File: src/design/rvExecPkg.sv
`default_nettype none

package rvExecPkg;

    typedef logic [31:0] wordT;    // Data or instruction word
    typedef logic [4:0] regAddrT;  // Register index
    typedef logic [4:0] shamtT;    // Shift amount

    // Operation class from the opcode, other values are unsupported
    typedef enum logic [2:0] {
        opR      = 3'b000,  // Register-register
        opI      = 3'b001,  // Register-immediate
        opBranch = 3'b100,  // Conditional branch
        opLui    = 3'b110   // Load upper immediate
    } aluOpT;

    // ALU control codes, xor sits at 2 and and at 4
    typedef enum logic [4:0] {
        aluAdd   = 5'd0,
        aluSub   = 5'd1,
        aluXor   = 5'd2,
        aluOr    = 5'd3,
        aluAnd   = 5'd4,
        aluSll   = 5'd5,
        aluSrl   = 5'd6,
        aluSra   = 5'd7,
        aluSlt   = 5'd8,
        aluSltu  = 5'd9,
        aluBeq   = 5'd10,
        aluBne   = 5'd11,
        aluBlt   = 5'd12,
        aluBge   = 5'd13,
        aluBltu  = 5'd14,
        aluBgeu  = 5'd15,
        aluPassB = 5'd16   // Lui result is operand B
    } aluCtrlT;

    typedef enum logic [2:0] {sIdle, sRead, sExec, sShift, sWrite} ctrlStateT;

    typedef struct packed {
        aluOpT       aluOp;     // Operation class
        logic [2:0]  funct3;    // Bits 14:12
        logic        funct75;   // Bit 30, cleared where meaningless
        regAddrT     rd;
        regAddrT     rs1;
        regAddrT     rs2;
        wordT        imm;       // Sign-extended I, B or U immediate
        logic        useImm;    // Operand B is the immediate
        logic        regWrite;  // Result goes to rd
        logic        isBranch;
        logic        legal;     // Opcode supported
    } decodedInstrT;

endpackage

`default_nettype wire

File: src/design/execControl.sv
`timescale 1ns/1ps
`default_nettype none

module execControl (
    input  logic                    clk,
    input  logic                    rstN,
    input  logic                    instrValid,  // Accept strobe
    input  rvExecPkg::wordT         instr,
    input  rvExecPkg::decodedInstrT dec,
    input  rvExecPkg::aluCtrlT      aluCtrl,
    input  logic                    shiftZero,   // Timer drained
    output rvExecPkg::wordT         instrReg,    // Instruction in flight
    output logic                    capture,
    output logic                    shiftLoad,
    output logic                    regWe,
    output logic                    busy,
    output logic                    done,
    output logic                    illegal
);

    rvExecPkg::ctrlStateT state;
    rvExecPkg::ctrlStateT stateNext;
    logic                 isShift;

    assign isShift = aluCtrl inside {rvExecPkg::aluSll, rvExecPkg::aluSrl, rvExecPkg::aluSra};

    always_ff @(posedge clk) begin
        if (!rstN) begin
            state    <= rvExecPkg::sIdle;
            instrReg <= '0;  // Opcode 0 decodes as unsupported
        end else begin
            state <= stateNext;
            if (state == rvExecPkg::sIdle && instrValid) begin
                instrReg <= instr;  // Accept edge
            end
        end
    end

    always_comb begin
        stateNext = state;
        case (state)
            rvExecPkg::sIdle:  if (instrValid) stateNext = rvExecPkg::sRead;
            rvExecPkg::sRead:  stateNext = dec.legal ? rvExecPkg::sExec : rvExecPkg::sWrite;
            rvExecPkg::sExec:  stateNext = (isShift && !shiftZero) ? rvExecPkg::sShift
                                                                   : rvExecPkg::sWrite;
            rvExecPkg::sShift: if (shiftZero) stateNext = rvExecPkg::sWrite;
            rvExecPkg::sWrite: stateNext = rvExecPkg::sIdle;  // Done pulse
            default:           stateNext = rvExecPkg::sIdle;
        endcase
    end

    assign shiftLoad = (state == rvExecPkg::sRead) && dec.legal && isShift;  // Count ready in sExec
    assign capture   = (state == rvExecPkg::sExec);
    assign busy      = (state != rvExecPkg::sIdle);
    assign done      = (state == rvExecPkg::sWrite);
    assign illegal   = done && !dec.legal;
    assign regWe     = done && dec.legal && dec.regWrite && (dec.rd != '0);  // x0 discarded

    assert property (@(posedge clk) disable iff (!rstN) done |=> !done)
        else $error("done held longer than one cycle");

endmodule

`default_nettype wire

File: config.mk
export PLATFORM = sky130hd
export DESIGN_NAME = execControl
export DESIGN_NICKNAME = d
export VERILOG_FILES = /design/src/design/rvExecPkg.sv /design/src/design/execControl.sv
export SDC_FILE = /design/constraint.sdc
export NUM_CORES = 1
export LEC_CHECK = 0
export BUFFER_PORTS_ARGS = -buffer_cell sky130_fd_sc_hd__buf_2
export CORE_MARGIN = 4
export CORE_UTILIZATION = 36
export CTS_CLUSTER_DIAMETER = 150
export DETAILED_ROUTE_END_ITERATION = 10
export PLACE_DENSITY_LB_ADDON = 0.3
export SLEW_MARGIN = 15
export SYNTH_ARGS = -nofsm -noshare
export SYNTH_HDL_FRONTEND = slang
export SYNTH_SLANG_ARGS = --single-unit
export TNS_END_PERCENT = 1
File: constraint.sdc
create_clock -name clk -period 1.6 [get_ports clk]
set_input_delay 0.16 -clock clk [delete_from_list [all_inputs] [get_ports clk]]
set_output_delay 0.16 -clock clk [all_outputs]
set_load 0.02 [all_outputs]
Word level (Yosys, flattened, before mapping)
Index checks and enable logic that the tools add are counted.
W data, S select, Z words.
{"block": "word_totals", "out_inout_bits": 38, "word_cells": 31, "input_bits": 99, "reg_bits": 35}
{"block": "op_classes", "reduce_logical": 15, "muxes": 5, "n_eq_ne": 9}
{"op": "$eq A5 B3 Y1 const B", "n": 3}
{"op": "$mux W3", "n": 4}
{"op": "$pmux W3 S4", "n": 1}
{"op": "$logic_and A1 B1 Y1", "n": 8}
{"op": "$eq A3 B2 Y1 const B", "n": 2}
{"op": "$reduce_bool A3 Y1", "n": 2}
{"op": "$reduce_bool A5 Y1", "n": 1}
{"op": "$ne A2 B2 Y1 const B", "n": 2}
{"op": "$eq A3 B1 Y1 const B", "n": 1}
{"op": "$eq A3 B3 Y1 const B", "n": 1}
{"op": "$logic_not A3 Y1", "n": 1}
{"op": "$logic_not A1 Y1", "n": 2}
{"op": "$reduce_and A2 Y1", "n": 1}

Depth between registers and ports, before layout
Gate-level depths: netlist of the first run.
{"block": "depth", "depth_word": 5, "mapped_depth": 5, "ltp_nobuf": 3}

Worst setup path after synthesis of the first run
Ideal clock, no wire load.
{"block": "synth_timing", "path_type": "reg-to-output", "startpoint": "reg state[1]", "endpoint": "out regWe", "path_stages_with_launch": 5, "t_arrival_ps": 1622, "setup_slack_ps": -182, "n_path_buf": 1, "t_required_ps": 1440, "path_cell_list": "dfxtp_1 clkbuf_1 nor3b_1 nand3_1 a21oi_1"}
{"block": "synth_between", "elab_chain_len": 4}
{"element": "from (decl)", "line": "execControl.sv:21", "text": "rvExecPkg::ctrlStateT state;"}
{"element": "from (signal assigned)", "line": "execControl.sv:29", "text": "state <= rvExecPkg::sIdle;"}
{"element": "from (signal assigned)", "line": "execControl.sv:32", "text": "state <= stateNext;"}
{"element": "$eq A3 B3 Y1", "line": "execControl.sv:55", "text": "assign done = (state == rvExecPkg::sWrite);"}
{"element": "via done", "line": "execControl.sv:17", "text": "output logic done,"}
{"element": "$logic_and A1 B1 Y1 (3 in series)", "line": "execControl.sv:57", "text": "assign regWe = done && dec.legal && dec.regWrite && (dec.rd != '0);"}
{"element": "to (decl)", "line": "execControl.sv:15", "text": "output logic regWe,"}
The timed path passes the listed nets, and every way through them passes these cells.

Final worst setup path of the first run
{"block": "layout_timing", "startpoint": "reg state[0]", "endpoint": "out regWe"}
{"block": "layout_between", "elab_chain_len": 4}
{"element": "$eq A3 B3 Y1", "line": "execControl.sv:55"}
{"element": "$logic_and A1 B1 Y1 (3 in series)", "line": "execControl.sv:57"}
No other way between the ends.

==> metrics.md, run 1 <==
| Metric | Value |
|---|---|
| Post CTS Setup Buffer Count | `0` |
| Final critical-path share of the clock period | `93.64%` |
| Fillers | `369` |
| Endpoints failing setup | `0` |
| Warnings, synthesis | `0` |
| Critical path startpoint category | `flop` |
| HPWL reported at the end of detailed placement | `2.592 mm` |
| Number of global-route vias before repair | `1339` |
| Sequential power share | `47.5%` |
| Number of I/O port buffers | `85` |
| Share of the yosys chip area belonging to registers | `48.53%` |
| Total I/O pin count | `137` |
| Final setup skew | `0.002580 ns` |
| Class of the tightest hold or removal check | `in -> reg` |
| Via count normalized by instance count | `4.513` |
| Number of iterations in the first detailed-routing pass | `5` |
| Area delta synth->final | `40.64%` |
| Clk sinks | `35` |
| Overflow left after global routing | `0` |
| Horiz. Die Dim | `71.33 µm` |
| Number of storage elements in the synthesis netlist | `35` |
| Setup TNS Final | `0 ns` |
| Post-route worst hold slack | `0.1178 ns` |
| Number of enable-type register cells in the synthesized netlist | `0` |
| Cell Int Power | `1.488 mW` |
| Clock tree from TritonCTS | `yes` |
| Total core area | `3771 µm²` |
| Most used flip-flop cell after synthesis | `dfxtp_1` |
| Data required time at the worst endpoint | `1.44 ns` |
| Worst-path maximum fanout | `6` |
| Power per cell area | `994.1 nW/µm²` |
| Weighted congestion at the end of routability-driven global placement | `0.8427` |
| Max Fclk | `667.5 MHz` |
| Skew-Pair Late Insertion Delay | `0.27 ns` |
| Final design utilization | `53.85%` |
| Number of standard cells after synthesis | `170` |
| Routed length per placed instance | `11.14 µm` |
| Number of violations reported at the end of detailed-routing iteration 0 | `54` |
| Maximum number of pins on one net before global-route repair | `21` |
| Area of the die | `5088 µm²` |
| Number of levels in the clock H-tree | `2` |
| Fraction of power consumed by combinational cells | `19.3%` |
| Power dissipated by switching net loads | `0.5306 mW` |
| Final wirelength | `3.431 mm` |
| Site Rows | `22` |
| Cell area after technology mapping | `1444 µm²` |
| Antenna Diode Count | `0` |
| Status | `finished clean` |
| Worst setup path class | `reg -> out` |
| Setup repair after global routing missed its margin | `no` |
| Signal arrival time at the worst endpoint | `1.34 ns` |
| DRC | `0` |
| Total count of hold-check failures in the final report | `0` |
| Worst-case vdd ir drop | `0.0004250 V` |
| Share of power burned in the clock network | `33.3%` |
| CTS buffer count | `5` |
| Cell chosen for the clock root | `clkbuf_8` |
| Final ANT Viol Nets | `0` |
| Worst slew margin relative to its limit | `80.91%` |
| Category of the worst setup path capture point | `primary output` |
| Actual slew at the worst max-slew pin | `0.2863 ns` |
| Fin crit period | `1.498 ns` |
| Leakage power of the design | `1.006 nW` |
| Max-slew violation count | `0` |
| Global-route total usage across every layer | `13.51%` |
| Total via count in the routed design | `1390` |
| Register clock-pin slew on the reported worst setup and hold paths | `0.07 ns` |
| Fin nets | `358` |
| Unique cell type count in the Yosys netlist | `23` |
| CTS Buffer Depth | `2` |
| Maximum Capacitance Violations | `0` |
| Ratio of cells with drive above 1 in the final layout | `40.00%` |
| Global-route wire length before repair | `5.582 mm` |
| Starting density of the core | `38.29%` |
| Initial antenna violation count | `0` |
| Switching power as a share of total power | `26.28%` |
| Synthesized netlist net count | `269` |
| Die Span Y | `71.33 µm` |
| Average cell area after synthesis | `8.493 µm²` |
| Overall power of the completed layout | `2.019 mW` |
| Synth async-reset ratio | `0%` |
[kinds of logic after synthesis]
family	count (synthesis)	share of synthesized area [%]
AO/OA/AOI/OAI	41	20.36
buffers and inverters	12	5.112
flip-flops	35	48.53
AND/OR/NAND/NOR	82	26.00
[power groups by stage]
stage	clock network, mW	registers, mW	logic [mW]
2_1_floorplan	0	1.05	0.174
3_5_place_dp	0	0.978	0.395
4_1_cts	0.697	0.959	0.397
3_3_place_gp	0	0.976	0.394
6_report	0.672	0.958	0.389
5_1_grt	0.736	0.965	0.434
[per-layer routing]
metal / vias to the layer above / share of wire (%) / global-route usage, %
li1: 735 / - / -
met1: 595 / 45 / 17.14
met2: 58 / 45 / 21.94
met3: 2 / 9.3 / 4.909
met4: 0 / 0.52 / 3.132
met5: - / 0 / 0
[state kept, by name, indices dropped and copies added, names as in the netlist]
register / cells
instrReg: 32
state: 3
[cell usage after synthesis, types with 2 or more instances]
master     n  area [µm²]
nor2_1     2       7.510
nor3b_1    4       30.03
a21oi_1    5       25.02
buf_6      3       33.78
nand2_1   65       244.0
a21boi_0   2       15.01
dfxtp_1   35       700.7
a21boi_1  30       225.2
buf_2      5       25.02
nor2b_1    3       18.77
clkbuf_1   4       15.01
[worst paths after layout]
path                            slack (ns)                         to                       from  depth (start not counted)
worst max-delay path                  0.10                      regWe      state[0]$_SDFFE_PN0P_                          5
worst min-delay path                  0.12   instrReg[7]$_SDFFE_PN0P_                   instr[7]                          3
worst min register to register        0.45  instrReg[31]$_SDFFE_PN0P_  instrReg[31]$_SDFFE_PN0P_                          2
worst max register to register        0.26   instrReg[1]$_SDFFE_PN0P_      state[0]$_SDFFE_PN0P_                          4
[what timing repair did]
item | 4_1_cts | 5_1_grt
setup endpoints to repair | 0 | 1
resized for setup | 0 | 1
hold buffers | 0 | 0
[critical path: stages, from the launching register on]
cell	delay, ns
dfxtp_1	0.32
buf_4	0.15
nor3b_2	0.21
nand3_1	0.10
a21oi_1	0.12
buf_4	0.16
[stage by stage]
stage	instances	setup WS, ns	cell area [µm²]
after global placement	300	0.2782	1928
after CTS	308	0.08311	2028
after global routing	308	0.001649	2031
after detailed placement	300	0.2498	1928
after floorplan	170	0.07774	1449
final	308	0.1018	2031
[cell usage in the layout, fill, tap and decap left out]
cell	Yosys	layout
o21ai_0	1	1
nand3_1	1	1
o2111ai_1	1	1
buf_4	0	10
nor2b_1	3	3
nor3_1	1	1
a21boi_1	30	30
or3_1	1	1
o211ai_1	1	1
a21o_1	1	1
nor4bb_1	1	1
or3b_2	1	1
a21boi_0	2	2
clkbuf_8	0	7
nor3b_2	0	1
nand2b_1	1	1
nand2_1	65	65
a21oi_1	5	5
nor4b_4	1	1
clkbuf_1	4	1
dfxtp_1	35	35
buf_2	5	84
nor2_1	2	2
or4b_1	1	1
nor3b_1	4	3
[cell type report]
class	count	area [µm²]	area share (%)
clock buffer	8	100.1	4.929
multi-input combinational	123	674.4	33.21
sequential	35	700.7	34.50
tap	48	60.06	2.957
timing repair buffer	94	495.5	24.40
Note: power is estimated with default switching activity, not from simulation.
==> run 2, diff against run 1 <==
ABC_AREA = 1   (was default)
CTS_BUF_LIST = sky130_fd_sc_hd__clkbuf_16   (was default)
clock period = 1.4 ns   (was 1.6 ns; I/O delays follow)
==> metrics.md, run 2 <==
| Metric | Value |
|---|---|
| Status | `finished clean` |
| Global-route total usage across every layer | `14.59%` |
| Horiz. Die Dim | `71.52 µm` |
| Register clock-pin slew on the reported worst setup and hold paths | `0.05 ns` |
| Total core area | `3771 µm²` |
| Worst-path maximum fanout | `3` |
| Fin nets | `368` |
| Setup repair after global routing missed its margin | `yes` |
| Post-route worst hold slack | `0.1050 ns` |
| Weighted congestion at the end of routability-driven global placement | `0.7772` |
| Final ANT Viol Nets | `0` |
| Initial antenna violation count | `0` |
| Routed length per placed instance | `11.84 µm` |
| Ratio of cells with drive above 1 in the final layout | `41.48%` |
| Largest area contributor in the synthesized netlist | `dfxtp_1` |
| Switching power as a share of total power | `29.19%` |
| Most used flip-flop cell after synthesis | `dfxtp_1` |
| Clock tree from TritonCTS | `yes` |
| Overall power of the completed layout | `2.774 mW` |
| Placement Setup Slack | `0.1985 ns` |
| Most instantiated cells after synthesis | `41 x nand2_1, 37 x nand3_1, 35 x a21oi_1, 35 x dfxtp_1, 7 x inv_1` |
| Warnings, synthesis | `0` |
| CTS Buffer Depth | `2` |
| Most frequent cells in the layout | `83 x buf_2, 40 x nand2_1, 36 x nand3_1, 34 x a21oi_1, 32 x dfxtp_1` |
| Skew-Pair Late Insertion Delay | `0.27 ns` |
| DRC | `0` |
| Fin crit period | `1.326 ns` |
| Synth async-reset ratio | `0%` |
| Top-area cell type share of the netlist area | `48.23%` |
| Final worst setup slack | `0.07412 ns` |
| Area of the die | `5115 µm²` |
| Worst setup path class | `reg -> out` |
| Top routing layer in use | `met4` |
| Total I/O pin count | `137` |
| Fraction of power consumed by combinational cells | `22.6%` |
| Leakage power of the design | `1.014 nW` |
| Number of enable-type register cells in the synthesized netlist | `0` |
| Average cell area after synthesis | `7.895 µm²` |
| Met2 layer wire length in the routed design | `1.703 mm` |
| Maximum number of pins on one net before global-route repair | `33` |
| Largest register by flop count | `instrReg` |
| FF+latch area | `706.9 µm²` |
| Fillers | `370` |
| Cell chosen for the clock root | `clkbuf_16` |
| Starting density of the core | `38.52%` |
| Class of the tightest hold or removal check | `in -> reg` |
| Worst slew margin relative to its limit | `77.87%` |
| Share of the yosys chip area belonging to registers | `48.23%` |
| Site Rows | `22` |
| Number of standard cells after synthesis | `184` |
| Global-route wire length before repair | `6.009 mm` |
| Number of levels in the clock H-tree | `2` |
| Sequential power share | `40.7%` |
| Maximum Capacitance Violations | `0` |
| CTS buffer count | `5` |
| Max Fclk | `754.2 MHz` |
| Endpoints failing setup | `0` |
| HPWL reported at the end of detailed placement | `2.703 mm` |
| Overflow left after global routing | `0` |
| Category of the worst setup path capture point | `primary output` |
| Area delta synth->final | `42.55%` |
| Via count normalized by instance count | `4.673` |
| Flip-flop count of the largest register, all copies and words added | `32` |
| Number of iterations in the first detailed-routing pass | `4` |
| Registers with the most flip-flops | `instrReg (32), state (3)` |
| Actual slew at the worst max-slew pin | `0.3320 ns` |
| Final wirelength | `3.765 mm` |
| Number of storage elements in the synthesis netlist | `35` |
| Top cells by area in the synthesized netlist | `dfxtp_1 48%, nand3_1 13%, a21oi_1 12%, nand2_1 11%, buf_6 4.7%` |
| Data required time at the worst endpoint | `1.26 ns` |
| Number of I/O port buffers | `85` |
| Synthesized netlist net count | `283` |
| Signal arrival time at the worst endpoint | `1.19 ns` |
| Wl on met1 | `1.721 mm` |
| Number of violations reported at the end of detailed-routing iteration 0 | `48` |
| Final critical-path share of the clock period | `94.71%` |
| Commonest non-fill, non-tap cell in the layout | `buf_2` |
| Max-slew violation count | `0` |
| Area taken by multi-input logic gates | `635.6 µm²` |
| Total count of hold-check failures in the final report | `0` |
| Library cell with the highest instance count after synthesis | `nand2_1` |
| Die Span Y | `71.52 µm` |
| Total length of routed met3 wires | `321 µm` |
| Final setup skew | `0.003423 ns` |
| Cell area after technology mapping | `1453 µm²` |
| Power per cell area | `1340 nW/µm²` |
| Power dissipated by switching net loads | `0.8099 mW` |
| Number of global-route vias before repair | `1378` |
| Worst-case vdd ir drop | `0.0007004 V` |
| Unique cell type count in the Yosys netlist | `19` |
| Antenna Diode Count | `0` |
| Critical path startpoint category | `flop` |
| Cell Int Power | `1.965 mW` |
| Clk sinks | `35` |
| Share of power burned in the clock network | `36.7%` |
| Total via count in the routed design | `1486` |
-- run 2: cell types whose count changed after synthesis, sizes merged, moves of 2 or more --
cell	previous run	this run
nor3	1	3
a21oi	5	35
inv	0	9
nor2	2	7
a21boi	32	0
nor2b	3	0
nor3b	4	0
buf	8	10
nand3	1	37
nand2	65	43
-- run 2: kinds of logic after synthesis --
group / Yosys count / share of synthesized area (%)
compound gates: 35 / 12.06
buf+inv: 22 / 9.474
flops: 35 / 48.23
simple gates: 92 / 30.23
-- run 2: cell type report --
type / instances / share of cell area (%)
well taps: 48 / 2.900
inverters: 9 / 1.873
multi-input cells: 127 / 30.69
clock buffers: 5 / 6.042
repair buffers: 91 / 23.75
clock inverters: 3 / 0.6042
flip-flops and latches: 35 / 34.14
-- run 2: path summary, 6_finish.rpt --
check                                start                   endpoint  slack [ns]  depth (start not counted)
setup / recovery     state[1]$_SDFFE_PN0P_                      regWe        0.07                          6
hold / removal                        rstN      state[1]$_SDFFE_PN0P_        0.11                          3
setup reg to reg     state[1]$_SDFFE_PN0P_  instrReg[13]$_SDFFE_PN0P_        0.14                          7
hold reg to reg   instrReg[0]$_SDFFE_PN0P_   instrReg[0]$_SDFFE_PN0P_        0.46                          2
-- run 2: per-stage QoR --
step                      std cells  instance area (µm²)    TNS, ns  util, %
after detailed placement        309                 1889          0    50.10
final                           318                 2071          0    54.91
after CTS                       318                 2047  -0.003124    54.28
after floorplan                 184                 1453          0        -
after global placement          309                 1889          0    50.10
after global routing            318                 2071  -0.004421    54.91
-- run 2: routing by layer --
layer | global-route usage, % | vias up
met5 | 0 | -
met4 | 3.758 | 0
met3 | 6.171 | 2
met2 | 22.96 | 50
met1 | 18.40 | 651
li1 | - | 783
-- run 2: critical path, cell delays in order (launching register included) --
cell and delay, ns:
dfxtp_2 0.34, nor2_4 0.11, nand2_2 0.06, inv_2 0.05
nand3_1 0.07, a21oi_2 0.15, buf_6 0.14
-- run 2: timing repair --
action | 4_1_cts | 5_1_grt
pin swaps | 1 | 0
hold buffers | 0 | 0
endpoints found under the setup margin | 2 | 2
resized for setup | 4 | 9
setup buffers | 1 | 0
-- run 2: power groups by stage --
stage	clock, mW	combinational (mW)	sequential [mW]
final	1.02	0.627	1.13
after global routing	1.10	0.689	1.14
after floorplan	0	0.344	1.24
after detailed placement	0	0.620	1.15
after CTS	1.05	0.631	1.13
after global placement	0	0.616	1.15
