===== config.mk =====
export PLATFORM = sky130hd
export DESIGN_NAME = execAlu
export DESIGN_NICKNAME = d
export VERILOG_FILES = /design/src/design/rvExecPkg.sv /design/src/design/execAlu.sv
export SDC_FILE = /design/constraint.sdc
export NUM_CORES = 1
export LEC_CHECK = 0
export ABC_CLOCK_PERIOD_IN_PS = 3800
export BUFFER_PORTS_ARGS = -buffer_cell sky130_fd_sc_hd__clkbuf_2
export CORE_UTILIZATION = 45
export CTS_BUF_LIST = sky130_fd_sc_hd__clkbuf_4 sky130_fd_sc_hd__clkbuf_8 sky130_fd_sc_hd__clkbuf_16
export DETAILED_ROUTE_END_ITERATION = 8
export SYNTH_ARGS = -nofsm -noshare
export SYNTH_HDL_FRONTEND = slang
export SYNTH_SLANG_ARGS = --single-unit

===== constraint.sdc =====
create_clock -name clk -period 3.8 [get_ports clk]
set_input_delay 0.19 -clock clk [delete_from_list [all_inputs] [get_ports clk]]
set_output_delay 0.19 -clock clk [all_outputs]
set_load 0.02 [all_outputs]

===== src/design/rvExecPkg.sv =====
`default_nettype none

package rvExecPkg;

    typedef logic [31:0] wordT;    // Data or instruction word
    typedef logic [4:0] regAddrT;  // Register index
    typedef logic [4:0] shamtT;    // Shift amount

    // Operation class from the opcode, other values are unsupported
    typedef enum logic [2:0] {
        opR      = 3'b000,  // Register-register
        opI      = 3'b001,  // Register-immediate
        opBranch = 3'b100,  // Conditional branch
        opLui    = 3'b110   // Load upper immediate
    } aluOpT;

    // ALU control codes, xor sits at 2 and and at 4
    typedef enum logic [4:0] {
        aluAdd   = 5'd0,
        aluSub   = 5'd1,
        aluXor   = 5'd2,
        aluOr    = 5'd3,
        aluAnd   = 5'd4,
        aluSll   = 5'd5,
        aluSrl   = 5'd6,
        aluSra   = 5'd7,
        aluSlt   = 5'd8,
        aluSltu  = 5'd9,
        aluBeq   = 5'd10,
        aluBne   = 5'd11,
        aluBlt   = 5'd12,
        aluBge   = 5'd13,
        aluBltu  = 5'd14,
        aluBgeu  = 5'd15,
        aluPassB = 5'd16   // Lui result is operand B
    } aluCtrlT;

    typedef enum logic [2:0] {sIdle, sRead, sExec, sShift, sWrite} ctrlStateT;

    typedef struct packed {
        aluOpT       aluOp;     // Operation class
        logic [2:0]  funct3;    // Bits 14:12
        logic        funct75;   // Bit 30, cleared where meaningless
        regAddrT     rd;
        regAddrT     rs1;
        regAddrT     rs2;
        wordT        imm;       // Sign-extended I, B or U immediate
        logic        useImm;    // Operand B is the immediate
        logic        regWrite;  // Result goes to rd
        logic        isBranch;
        logic        legal;     // Opcode supported
    } decodedInstrT;

endpackage

`default_nettype wire


===== src/design/execAlu.sv =====
`timescale 1ns/1ps
`default_nettype none

module execAlu (
    input  logic               clk,
    input  logic               rstN,
    input  logic               capture,    // Execute cycle
    input  logic               shiftStep,  // Shift one position
    input  rvExecPkg::aluCtrlT aluCtrl,
    input  rvExecPkg::wordT    srcA,
    input  rvExecPkg::wordT    srcB,
    output rvExecPkg::wordT    result,     // Also the shift register
    output logic               taken,      // Branch condition
    output rvExecPkg::shamtT   shamt       // Loads the timer
);

    rvExecPkg::wordT opA;       // Operands held from the read cycle
    rvExecPkg::wordT opB;
    rvExecPkg::wordT aluNext;
    rvExecPkg::wordT shiftSrc;
    rvExecPkg::wordT shiftNext;
    logic            isShift;
    logic            branchHit;

    assign shamt   = srcB[4:0];
    assign isShift = aluCtrl inside {rvExecPkg::aluSll, rvExecPkg::aluSrl, rvExecPkg::aluSra};

    always_ff @(posedge clk) begin
        opA <= srcA;
        opB <= srcB;
    end

    always_comb begin
        case (aluCtrl)
            rvExecPkg::aluAdd:   aluNext = opA + opB;
            rvExecPkg::aluSub:   aluNext = opA - opB;
            rvExecPkg::aluXor:   aluNext = opA ^ opB;
            rvExecPkg::aluOr:    aluNext = opA | opB;
            rvExecPkg::aluAnd:   aluNext = opA & opB;
            rvExecPkg::aluSlt:   aluNext = {31'b0, $signed(opA) < $signed(opB)};
            rvExecPkg::aluSltu:  aluNext = {31'b0, opA < opB};
            rvExecPkg::aluPassB: aluNext = opB;  // Lui
            default:             aluNext = '0;   // Branches write nothing
        endcase
    end

    always_comb begin
        case (aluCtrl)
            rvExecPkg::aluBeq:  branchHit = (opA == opB);
            rvExecPkg::aluBne:  branchHit = (opA != opB);
            rvExecPkg::aluBlt:  branchHit = ($signed(opA) < $signed(opB));
            rvExecPkg::aluBge:  branchHit = ($signed(opA) >= $signed(opB));
            rvExecPkg::aluBltu: branchHit = (opA < opB);
            rvExecPkg::aluBgeu: branchHit = (opA >= opB);
            default:            branchHit = 1'b0;
        endcase
    end

    // First step can land in the capture cycle itself
    always_comb begin
        shiftSrc = capture ? opA : result;
        case (aluCtrl)
            rvExecPkg::aluSll: shiftNext = {shiftSrc[30:0], 1'b0};
            rvExecPkg::aluSrl: shiftNext = {1'b0, shiftSrc[31:1]};
            rvExecPkg::aluSra: shiftNext = {shiftSrc[31], shiftSrc[31:1]};  // Sign fill
            default:           shiftNext = shiftSrc;
        endcase
    end

    always_ff @(posedge clk) begin
        if (isShift && shiftStep) begin
            result <= shiftNext;
        end else if (capture) begin
            result <= isShift ? opA : aluNext;  // Zero-length shift keeps opA
        end
    end

    always_ff @(posedge clk) begin
        if (!rstN) begin
            taken <= 1'b0;
        end else if (capture) begin
            taken <= branchHit;
        end
    end

endmodule

`default_nettype wire


Yosys cells after proc, flatten, opt, wreduce, memory -nomap -nowiden
Cells that the tools add are included.
{ "op_classes": {"n_addsub": 2, "n_lt_le_gt_ge": 4, "n_eq_ne": 18, "n_mux": 7, "bitwise": 3, "n_reduce_logical": 4} }
{ "op_table": {"columns": ["operator", "n"], "rows": [
  ["$pmux W32 S8", 1],
  ["$mux W32", 4],
  ["$pmux W32 S3", 1],
  ["$ge A32 B32 Y1", 2],
  ["$lt A32 B32 Y1", 2],
  ["$eq A5 B4 Y1 const B", 8],
  ["$add A32 B32 Y32", 1],
  ["$and A32 B32 Y32", 1],
  ["$eq A32 B32 Y1", 1],
  ["$ne A32 B32 Y1", 1],
  ["$or A32 B32 Y32", 1],
  ["$sub A32 B32 Y32", 1],
  ["$xor A32 B32 Y32", 1],
  ["$eq A5 B3 Y1 const B", 4],
  ["$eq A5 B2 Y1 const B", 2],
  ["$pmux W1 S6", 1],
  ["$eq A5 B1 Y1 const B", 1],
  ["$eq A5 B5 Y1 const B", 1],
  ["$logic_not A5 Y1", 1],
  ["$reduce_bool A3 Y1", 1],
  ["$reduce_bool A2 Y1", 1],
  ["$logic_and A1 B1 Y1", 1]
]} }
{ "totals": {"reg_bits": 97, "in_bits": 73, "out_inout_bits": 38, "word_cells": 42} }

Depth between registers and ports, before layout
Gate-level depths: netlist of the first run.
{ "logic_depth": {"ltp_word": 5, "depth_mapped": 12, "mapped_depth_nobuf": 12} }

Worst setup path after synthesis of the first run
No wires, ideal clock.
{ "synth_timing": {"kind": "register -> register", "start": "register opA[0]", "end": "register result[26], data pin", "arrival_time_ns": 2.714, "path_slack_ns": 0.826, "path_stages_with_launch": 13, "path_buffers": 0, "synth_period_minus_slack_ns": 2.974, "path_cell_list": "dfxtp_1 > inv_1 > ha_1 > fa_1 > o21bai_1 > a221oi_1 > a221o_1 > a21oi_1 > o21ai_0 > and3_1 > o41ai_2 > mux2i_1 > a21oi_1"} }
{ "synth_between": {"elab_chain_cells": 5} }
{ "synth_rtl": {"columns": ["element", "line_no", "source"], "rows": [
  ["start: declaration", "execAlu.sv:17", "rvExecPkg::wordT opA;"],
  ["start signal: assignment", "execAlu.sv:29", "opA <= srcA;"],
  ["$sub A32 B32 Y32 or $add A32 B32 Y32 (tied branches)", "execAlu.sv:36, execAlu.sv:35", null],
  ["$pmux W32 S8 *", "execAlu.sv:34", "case (aluCtrl)"],
  ["$mux W32 *", "execAlu.sv:74", "result <= isShift ? opA : aluNext;"],
  ["$mux W32 *", "execAlu.sv:73", "end else if (capture) begin"],
  ["$mux W32 *", "execAlu.sv:71", "if (isShift && shiftStep) begin"],
  ["end signal: assignment", "execAlu.sv:72", "result <= shiftNext;"],
  ["end signal: assignment", "execAlu.sv:74", null],
  ["end: declaration", "execAlu.sv:12", "output rvExecPkg::wordT result,"]
]} }
Every way passes the cells marked *; elsewhere a longest branch is shown, timed or not. The select of a mux whose other input is x is not followed.
A chain may end at the register's enable or synchronous reset.

Worst setup path in the final report of the first run
{ "layout_timing": {"start": "register opA[6]", "end": "register result[29], data pin"} }
Same word-level chain as after synthesis.

==> results.tsv, run 1 <==
metric	value	unit
outcome	finished clean	
number of endpoints failing setup at the final stage	0	
Min Clock Period, post-route	3.50	ns
type of the worst min-delay path	in -> reg	
# rows	52	
most common cell after layout, fill and taps aside	sky130_fd_sc_hd__a21oi_1	
die extent in y	146	um
Layout Skew	0.0104	ns
Slowest cell on crit path	sky130_fd_sc_hd__a2111oi_1	
Critical Path Source Type	flip-flop	
count of antenna diodes in the layout	0	
DRC Markers	0	
sequential share of the synthesized area	24.4	%
cell chosen for the clock root	sky130_fd_sc_hd__clkbuf_16	
DR vias	9581	
primary flip-flop cell chosen by synthesis mapping	sky130_fd_sc_hd__dfxtp_1	
PortBufs	110	
core area	20200	sq um
TritonCTS clock tree	done	
final worst path period share	92.2	%
Via density	6.04	
TNS Setup	0	ns
Mean Syn Cell Area	7.95	sq um
required time of the critical path	3.92	ns
achievable frequency	0.286	GHz
post-synth design cell area	9270	sq um
Num CTS Buffers	9	
global placement routability congestion	0.934	
effective utilization at floorplan	45.8	%
post-route non-filler standard cell count	1587	
Yosys warning count	0	
Post-Synthesis Net Count	1349	
Hold Fails Final Rpt	0	
First DRT Iteration DRCs	992	
number of placed instances with taps included	1507	
detailed placement HPWL	23500	um
maximum number of pins on one net before global-route repair	35	
IO Count	111	
total global routing track utilization	30.8	%
vias in the first global route	9225	
pwr/cell area	297	nW/um^2
CTS clock-pin slew for the worst setup and hold paths	0.08	ns
maximum vdd drop	0.200	mV
commonest cells after routing, fill and taps aside	121 x sky130_fd_sc_hd__a21oi_1, 110 x sky130_fd_sc_hd__clkbuf_2, 108 x sky130_fd_sc_hd__ha_1	
CP most frequent cell	sky130_fd_sc_hd__o21ai_0	
global route total overflow	0	
Worst path max stage delay	0.51	ns
max_slew headroom	39.1	%
Post-synth ARST share	0	%
arrival time of data at the critical path endpoint	3.63	ns
gate family responsible for the most delay along the worst path	compound AO/OA/AOI/OAI gates	
number of max-capacitance violations reported	0	
hold_ws	0.220	ns
antenna violation net count after detailed routing	0	
Overall Power	0.00327	W
Netlist cell types	88	
signed area change from the synthesized netlist to the final layout	18.5	%
CP Buf/Inv Count	1	
share of layout cells above drive strength 1	16.2	%
number of nets in the layout	1495	
CTS sink count	97	
H-tree depth	3	
global-route wire length before repair	51100	um
per-cell routed wire length	20.7	um
Least-Margin Pin Slew	0.914	ns
start-to-end type of the worst setup path	reg -> reg	
Mapped Cells	1166	
horizontal extent of the die	146	um
drt first pass iters	5	
clock tree buffer depth	2	
endpoint class of the critical path	flip-flop	
Clock Latency Late Sink	0.36	ns
static leakage power	4.87	nW
final WL	32800	um
total die area	21200	sq um
unrepaired setup endpoints after global routing	no	
synthesis-stage register bit count	97	
initial antenna violation count	0	
Critical Path Fanout Max	9	
crit path cell chain	inv_1 > ha_1 > a2111oi_1 > a211oi_1 > o211ai_1 > a31oi_1 > a21oi_1 > o21ai_0 > xnor2_1 > o21ai_0 > o22a_1	
count of pins over their slew limit	0	
Post-synth EDFFs	32	
-- synth_stat cells, types with 24 or more instances --
master,n,area (sq um)
sky130_fd_sc_hd__a21oi_1,122,611
sky130_fd_sc_hd__clkbuf_1,50,188
sky130_fd_sc_hd__dfxtp_1,65,1300
sky130_fd_sc_hd__edfxtp_1,32,961
sky130_fd_sc_hd__ha_1,108,1350
sky130_fd_sc_hd__inv_1,103,387
sky130_fd_sc_hd__mux2i_1,33,330
sky130_fd_sc_hd__nand2_1,62,233
sky130_fd_sc_hd__nor2_1,101,379
sky130_fd_sc_hd__nor3_1,51,255
sky130_fd_sc_hd__o21ai_0,72,360
sky130_fd_sc_hd__o22ai_1,24,150
-- sequential cells by signal, summed over array words and instances, names as in the netlist --
signal / flops
opA: 32
opB: 32
result: 32
taken: 1
-- layout make-up --
| cell class | instances | area (sq um) |
|---|---|---|
| Clock buffer | 11 | 264 |
| Clock inverter | 5 | 33.8 |
| Fill cell | 1994 | 9240 |
| Inverter | 105 | 394 |
| Multi-Input combinational cell | 887 | 6210 |
| Sequential cell | 97 | 2260 |
| Tap cell | 270 | 338 |
| Timing Repair Buffer | 212 | 1490 |
-- timing repair --
item	CTS	global route
setup buffers	0	0
hold buffers	64	0
gates resized for setup	0	2
endpoints found under the hold margin	64	0
endpoints found under the setup margin	0	2
-- worst register-to-register path, stage by stage (launching register included) --
cell	delay [ns]
sky130_fd_sc_hd__dfxtp_1	0.44
sky130_fd_sc_hd__inv_1	0.07
sky130_fd_sc_hd__ha_1	0.41
sky130_fd_sc_hd__a2111oi_1	0.51
sky130_fd_sc_hd__a211oi_1	0.15
sky130_fd_sc_hd__o211ai_1	0.22
sky130_fd_sc_hd__a31oi_1	0.23
sky130_fd_sc_hd__a21oi_1	0.52
sky130_fd_sc_hd__o21ai_0	0.28
sky130_fd_sc_hd__xnor2_1	0.18
sky130_fd_sc_hd__o21ai_0	0.09
sky130_fd_sc_hd__o22a_1	0.17
-- metrics by stage --
stage	setup WS (ns)	instance area, sq um	utilization [%]
6_report	0.297	11000	54.3
5_1_grt	0.0490	11000	54.3
4_1_cts	0.229	11000	54.3
3_5_place_dp	0.244	10000	49.7
3_3_place_gp	0.320	10000	49.7
2_1_floorplan	0.826	9270	-
-- worst paths after layout --
path	slack (ns)	startpoint	to	cells after the start
setup / recovery	0.30	opA[6]	result[29]	11
hold / removal	0.22	rstN	taken	5
setup reg to reg	0.30	opA[6]	result[29]	11
hold reg to reg	0.69	taken	taken	4
-- kinds of logic (layout without fill, tap and decap cells) --
logic type / after synthesis / in the layout / share of synthesized area (%)
XOR/XNOR: 16 / 16 / 1.51
multiplexers: 47 / 47 / 5.26
AND/OR/NAND/NOR: 305 / 305 / 15.6
adder cells (fa/ha/maj): 110 / 110 / 15.0
buffers and inverters: 182 / 333 / 8.80
AO/OA/AOI/OAI: 409 / 409 / 29.5
flip-flops: 97 / 97 / 24.4
-- power breakdown --
part | internal [W] | switching (W) | leakage [nW]
sequential | 0.00115 | 0.0000656 | 0.882
clock | 0.000504 | 0.000432 | 0.151
combinational | 0.000446 | 0.000673 | 3.83
total | 0.00210 | 0.00117 | 4.87
-- routing by layer --
layer  routed length [um]  global-route usage, %  up-vias
met5                    0                      0        -
met4                 1110                   13.2        0
met3                 2680                   5.33       60
met2                14200                   47.5      448
met1                14800                   42.4     4524
li1                     -                      -     4549
Note: power is estimated with default switching activity, not from simulation.
==> inputs of run 2 (changes only) <==
--- a/config.mk
+++ b/config.mk
@@ -5,6 +5,7 @@
 export SDC_FILE = /design/constraint.sdc
 export NUM_CORES = 1
 export LEC_CHECK = 0
+export ABC_AREA = 1
 export ABC_CLOCK_PERIOD_IN_PS = 3800
 export BUFFER_PORTS_ARGS = -buffer_cell sky130_fd_sc_hd__clkbuf_2
 export CORE_UTILIZATION = 45
==> run 2 against run 1 <==
Via count rose by 17%. Register-to-register slack improved by 0.16 ns. Clock skew rose by 0.0025 ns. Routed wire length rose by 23%. Fmax rose by 4.7%. Critical path depth rose by 4. Design area rose by 2.3%. Area after synthesis rose by 3.5%. Final cell count rose by 19%. Critical endpoint is now result[14]. Largest power group unchanged.
==> results.tsv, run 2 <==
metric	value	unit	change
area share of the largest cell type after synthesis	14.1	%	was 14.6%
required time of the critical path	3.93	ns	was 3.92 ns
Layout Skew	0.0129	ns	was 0.0104 ns
top cells by area, synth	sky130_fd_sc_hd__ha_1 14%, sky130_fd_sc_hd__dfxtp_1 14%, sky130_fd_sc_hd__nand2_1 12%, sky130_fd_sc_hd__edfxtp_1 10%, sky130_fd_sc_hd__inv_1 7.4%		was sky130_fd_sc_hd__ha_1 15%, sky130_fd_sc_hd__dfxtp_1 14%, sky130_fd_sc_hd__edfxtp_1 10%, sky130_fd_sc_hd__a21oi_1 6.6%, sky130_fd_sc_hd__inv_1 4.2%
type of the worst min-delay path	in -> reg		unchanged
count of antenna diodes in the layout	0		unchanged
Least-Margin Pin Slew	0.754	ns	was 0.914 ns
global placement routability congestion	1.02		was 0.934
Reg2Reg Launch Point	opB[0]		was opA[6]
area taken by flip-flops and latches	2260	sq um	unchanged
Post-synth ARST share	0	%	unchanged
Slowest cell on crit path	sky130_fd_sc_hd__fa_1		was sky130_fd_sc_hd__a2111oi_1
most common cell after layout, fill and taps aside	sky130_fd_sc_hd__nand2_1		was sky130_fd_sc_hd__a21oi_1
TritonCTS clock tree	done		unchanged
Clock Latency Late Sink	0.36	ns	about the same
total die area	21900	sq um	was 21,200 sq um
CTS sink count	97		unchanged
final worst path period share	88.0	%	was 92.2%
detailed placement HPWL	30800	um	was 23,500 um
vias in the first global route	10000		was 9,225
hold_ws	0.0290	ns	was 0.220 ns
synthesis-stage register bit count	97		unchanged
fill cell instance count of the final layout	2184		was 1,994
pwr/cell area	294	nW/um^2	was 297 nW/um^2
maximum number of pins on one net before global-route repair	40		was 35
sequential share of the synthesized area	23.6	%	was 24.4%
cell chosen for the clock root	sky130_fd_sc_hd__clkbuf_16		unchanged
highest layer used for signal routing	met4		unchanged
RR Endpoint	result[14]		was result[29]
antenna violation net count after detailed routing	0		unchanged
crit path cell chain	ha_1 > inv_1 > fa_1 > inv_1 > nand2_1 > a21oi_2 > nand2_1 > nand2_1 > nand3_1 > nand2_1 > o21ai_0 > o21ai_0 > nand4_1 > o21ai_1 > inv_1		was inv_1 > ha_1 > a2111oi_1 > a211oi_1 > o211ai_1 > a31oi_1 > a21oi_1 > o21ai_0 > xnor2_1 > o21ai_0 > o22a_1
signed area change from the synthesized netlist to the final layout	17.1	%	was 18.5%
Yosys warning count	0		unchanged
multi-input logic area	6230	sq um	was 6210 sq um
CP most frequent cell	sky130_fd_sc_hd__nand2_1		was sky130_fd_sc_hd__o21ai_0
post-route non-filler standard cell count	1885		was 1,587
max_slew headroom	49.2	%	was 39.1%
final WL	40500	um	was 32,800 um
Critical Path Fanout Max	5		was 9
Min Clock Period, post-route	3.34	ns	was 3.50 ns
share of layout cells above drive strength 1	12.2	%	was 16.2%
largest registers	opA (32), opB (32), result (32)		unchanged
endpoint class of the critical path	flip-flop		unchanged
per-cell routed wire length	21.5	um	was 20.7 um
number of max-capacitance violations reported	0		unchanged
global-route wire length before repair	60000	um	was 51,100 um
TNS Setup	0	ns	unchanged
Num CTS Buffers	9		unchanged
die extent in y	148	um	was 146 um
primary flip-flop cell chosen by synthesis mapping	sky130_fd_sc_hd__dfxtp_1		unchanged
effective utilization at floorplan	45.8	%	about the same
Netlist cell types	57		was 88
register-to-register setup slack	0.46	ns	was 0.30 ns
Mean Syn Cell Area	6.56	sq um	was 7.95 sq um
count of pins over their slew limit	0		unchanged
core area	21000	sq um	was 20,200 sq um
H-tree depth	3		unchanged
unrepaired setup endpoints after global routing	no		unchanged
Hold Fails Final Rpt	0		unchanged
depth of the worst register-to-register path	15		was 11
DR vias	11200		was 9,581
routed wire length on met2	16800	um	was 14,200 um
clock tree buffer depth	2		unchanged
library cell occupying the most area in the post-synthesis netlist	sky130_fd_sc_hd__ha_1		unchanged
Critical Path Source Type	flip-flop		unchanged
IO Count	111		unchanged
most common cell in the synthesized netlist	sky130_fd_sc_hd__nand2_1		was sky130_fd_sc_hd__a21oi_1
met3 WL post-DR	5010	um	was 2680 um
commonest cells after routing, fill and taps aside	303 x sky130_fd_sc_hd__nand2_1, 190 x sky130_fd_sc_hd__inv_1, 133 x sky130_fd_sc_hd__nor2_1		was 121 x sky130_fd_sc_hd__a21oi_1, 110 x sky130_fd_sc_hd__clkbuf_2, 108 x sky130_fd_sc_hd__ha_1
outcome	finished clean		unchanged
achievable frequency	0.299	GHz	was 0.286 GHz
Mapped Cells	1463		was 1,166
Post-synth EDFFs	32		unchanged
horizontal extent of the die	148	um	was 146 um
PortBufs	110		unchanged
# rows	53		was 52
drt first pass iters	8		was 5
First DRT Iteration DRCs	1493		was 992
number of endpoints failing setup at the final stage	0		unchanged
Post-Synthesis Net Count	1646		was 1,349
Crit. Startpoint	opB[0]		was opA[6]
routed length on met1	17600	um	was 14,800 um
number of placed instances with taps included	1805		was 1,507
global route total overflow	0		unchanged
post-synth design cell area	9600	sq um	was 9270 sq um
DRC Markers	0		unchanged
arrival time of data at the critical path endpoint	3.47	ns	was 3.63 ns
post-layout util	53.7	%	was 54.3%
Worst path max stage delay	0.41	ns	was 0.51 ns
Via density	5.94		was 6.04
initial antenna violation count	0		unchanged
Worst setup endpoint	result[14]		was result[29]
number of nets in the layout	1788		was 1,495
static leakage power	5.52	nW	was 4.87 nW
CTS clock-pin slew for the worst setup and hold paths	0.08	ns	about the same
maximum vdd drop	0.236	mV	was 0.200 mV
most common library cells after synthesis	303 x sky130_fd_sc_hd__nand2_1, 190 x sky130_fd_sc_hd__inv_1, 133 x sky130_fd_sc_hd__nor2_1, 121 x sky130_fd_sc_hd__nand3_1, 113 x sky130_fd_sc_hd__o21ai_0		was 122 x sky130_fd_sc_hd__a21oi_1, 108 x sky130_fd_sc_hd__ha_1, 103 x sky130_fd_sc_hd__inv_1, 101 x sky130_fd_sc_hd__nor2_1, 72 x sky130_fd_sc_hd__o21ai_0
start-to-end type of the worst setup path	reg -> reg		unchanged
total global routing track utilization	36.9	%	was 30.8%
[run 2: cell types whose count changed after synthesis, moves of 33 or more]
cell / delta
sky130_fd_sc_hd__nor3_1: -33
sky130_fd_sc_hd__nand2_1: +241
sky130_fd_sc_hd__nand3_1: +102
sky130_fd_sc_hd__mux2i_1: -33
sky130_fd_sc_hd__inv_1: +87
sky130_fd_sc_hd__o21ai_0: +41
[run 2: through the flow]
stage	area, sq um	setup WS (ns)	total power [W]
2_1_floorplan	9600	1.53	0.00191
3_3_place_gp	10300	0.588	0.00227
3_5_place_dp	10300	0.653	0.00226
4_1_cts	11200	0.620	0.00327
5_1_grt	11200	0.386	0.00345
6_report	11200	0.456	0.00330
[run 2: per-layer routing]
layer,global-route usage [%],vias to the layer above
li1,-,5204
met1,53.4,5145
met2,54.0,749
met5,0,-
met3,7.64,97
met4,12.2,0
[run 2: timing repair]
item,4_1_cts,5_1_grt
buffers inserted,0,0
resized for setup,0,0
hold buffers,64,0
hold endpoints to repair,64,0
[run 2: final cells by class]
cell class                 count  share of cell area (%)
multi-input combinational   1094                    55.4
sequential                    97                    20.1
timing repair buffer         191                    11.7
inverter                     212                    7.08
tap                          275                    3.06
clock buffer                  11                    2.29
clock inverter                 5                   0.323
[run 2: logic make-up (layout without fill, tap and decap cells)]
logic type	Yosys count	count (layout)	share of synthesized area (%)
buffers and inverters	272	419	11.5
adder cells (fa/ha/maj)	110	110	14.5
AO/OA/AOI/OAI	346	346	21.4
AND/OR/NAND/NOR	637	637	28.9
XOR/XNOR	1	1	0.0912
flip-flops	97	97	23.6
[run 2: power by group]
group / internal [W] / switching (W)
sequential: 0.00114 / 0.0000609
clock: 0.000497 / 0.000465
combinational: 0.000354 / 0.000781
[run 2: worst min path at each step]
stage               startpoint       to  slack [ns]  cells after the start
detailed placement    srcA[16]  opA[16]        0.29                      1
CTS                       rstN    taken        0.02                      3
floorplan              srcA[0]   opA[0]        0.22                      0
finish                    rstN    taken        0.03                      3
global placement      srcA[22]  opA[22]        0.29                      1
global route              rstN    taken        0.02                      3
[run 2: critical path: cells and delay by family (launching register included)]
kind,cells,cell delay [ns]
compound gates,4,0.93
simple gates,6,0.86
fa+ha+maj,2,0.67
flops,1,0.39
buf+inv,3,0.26
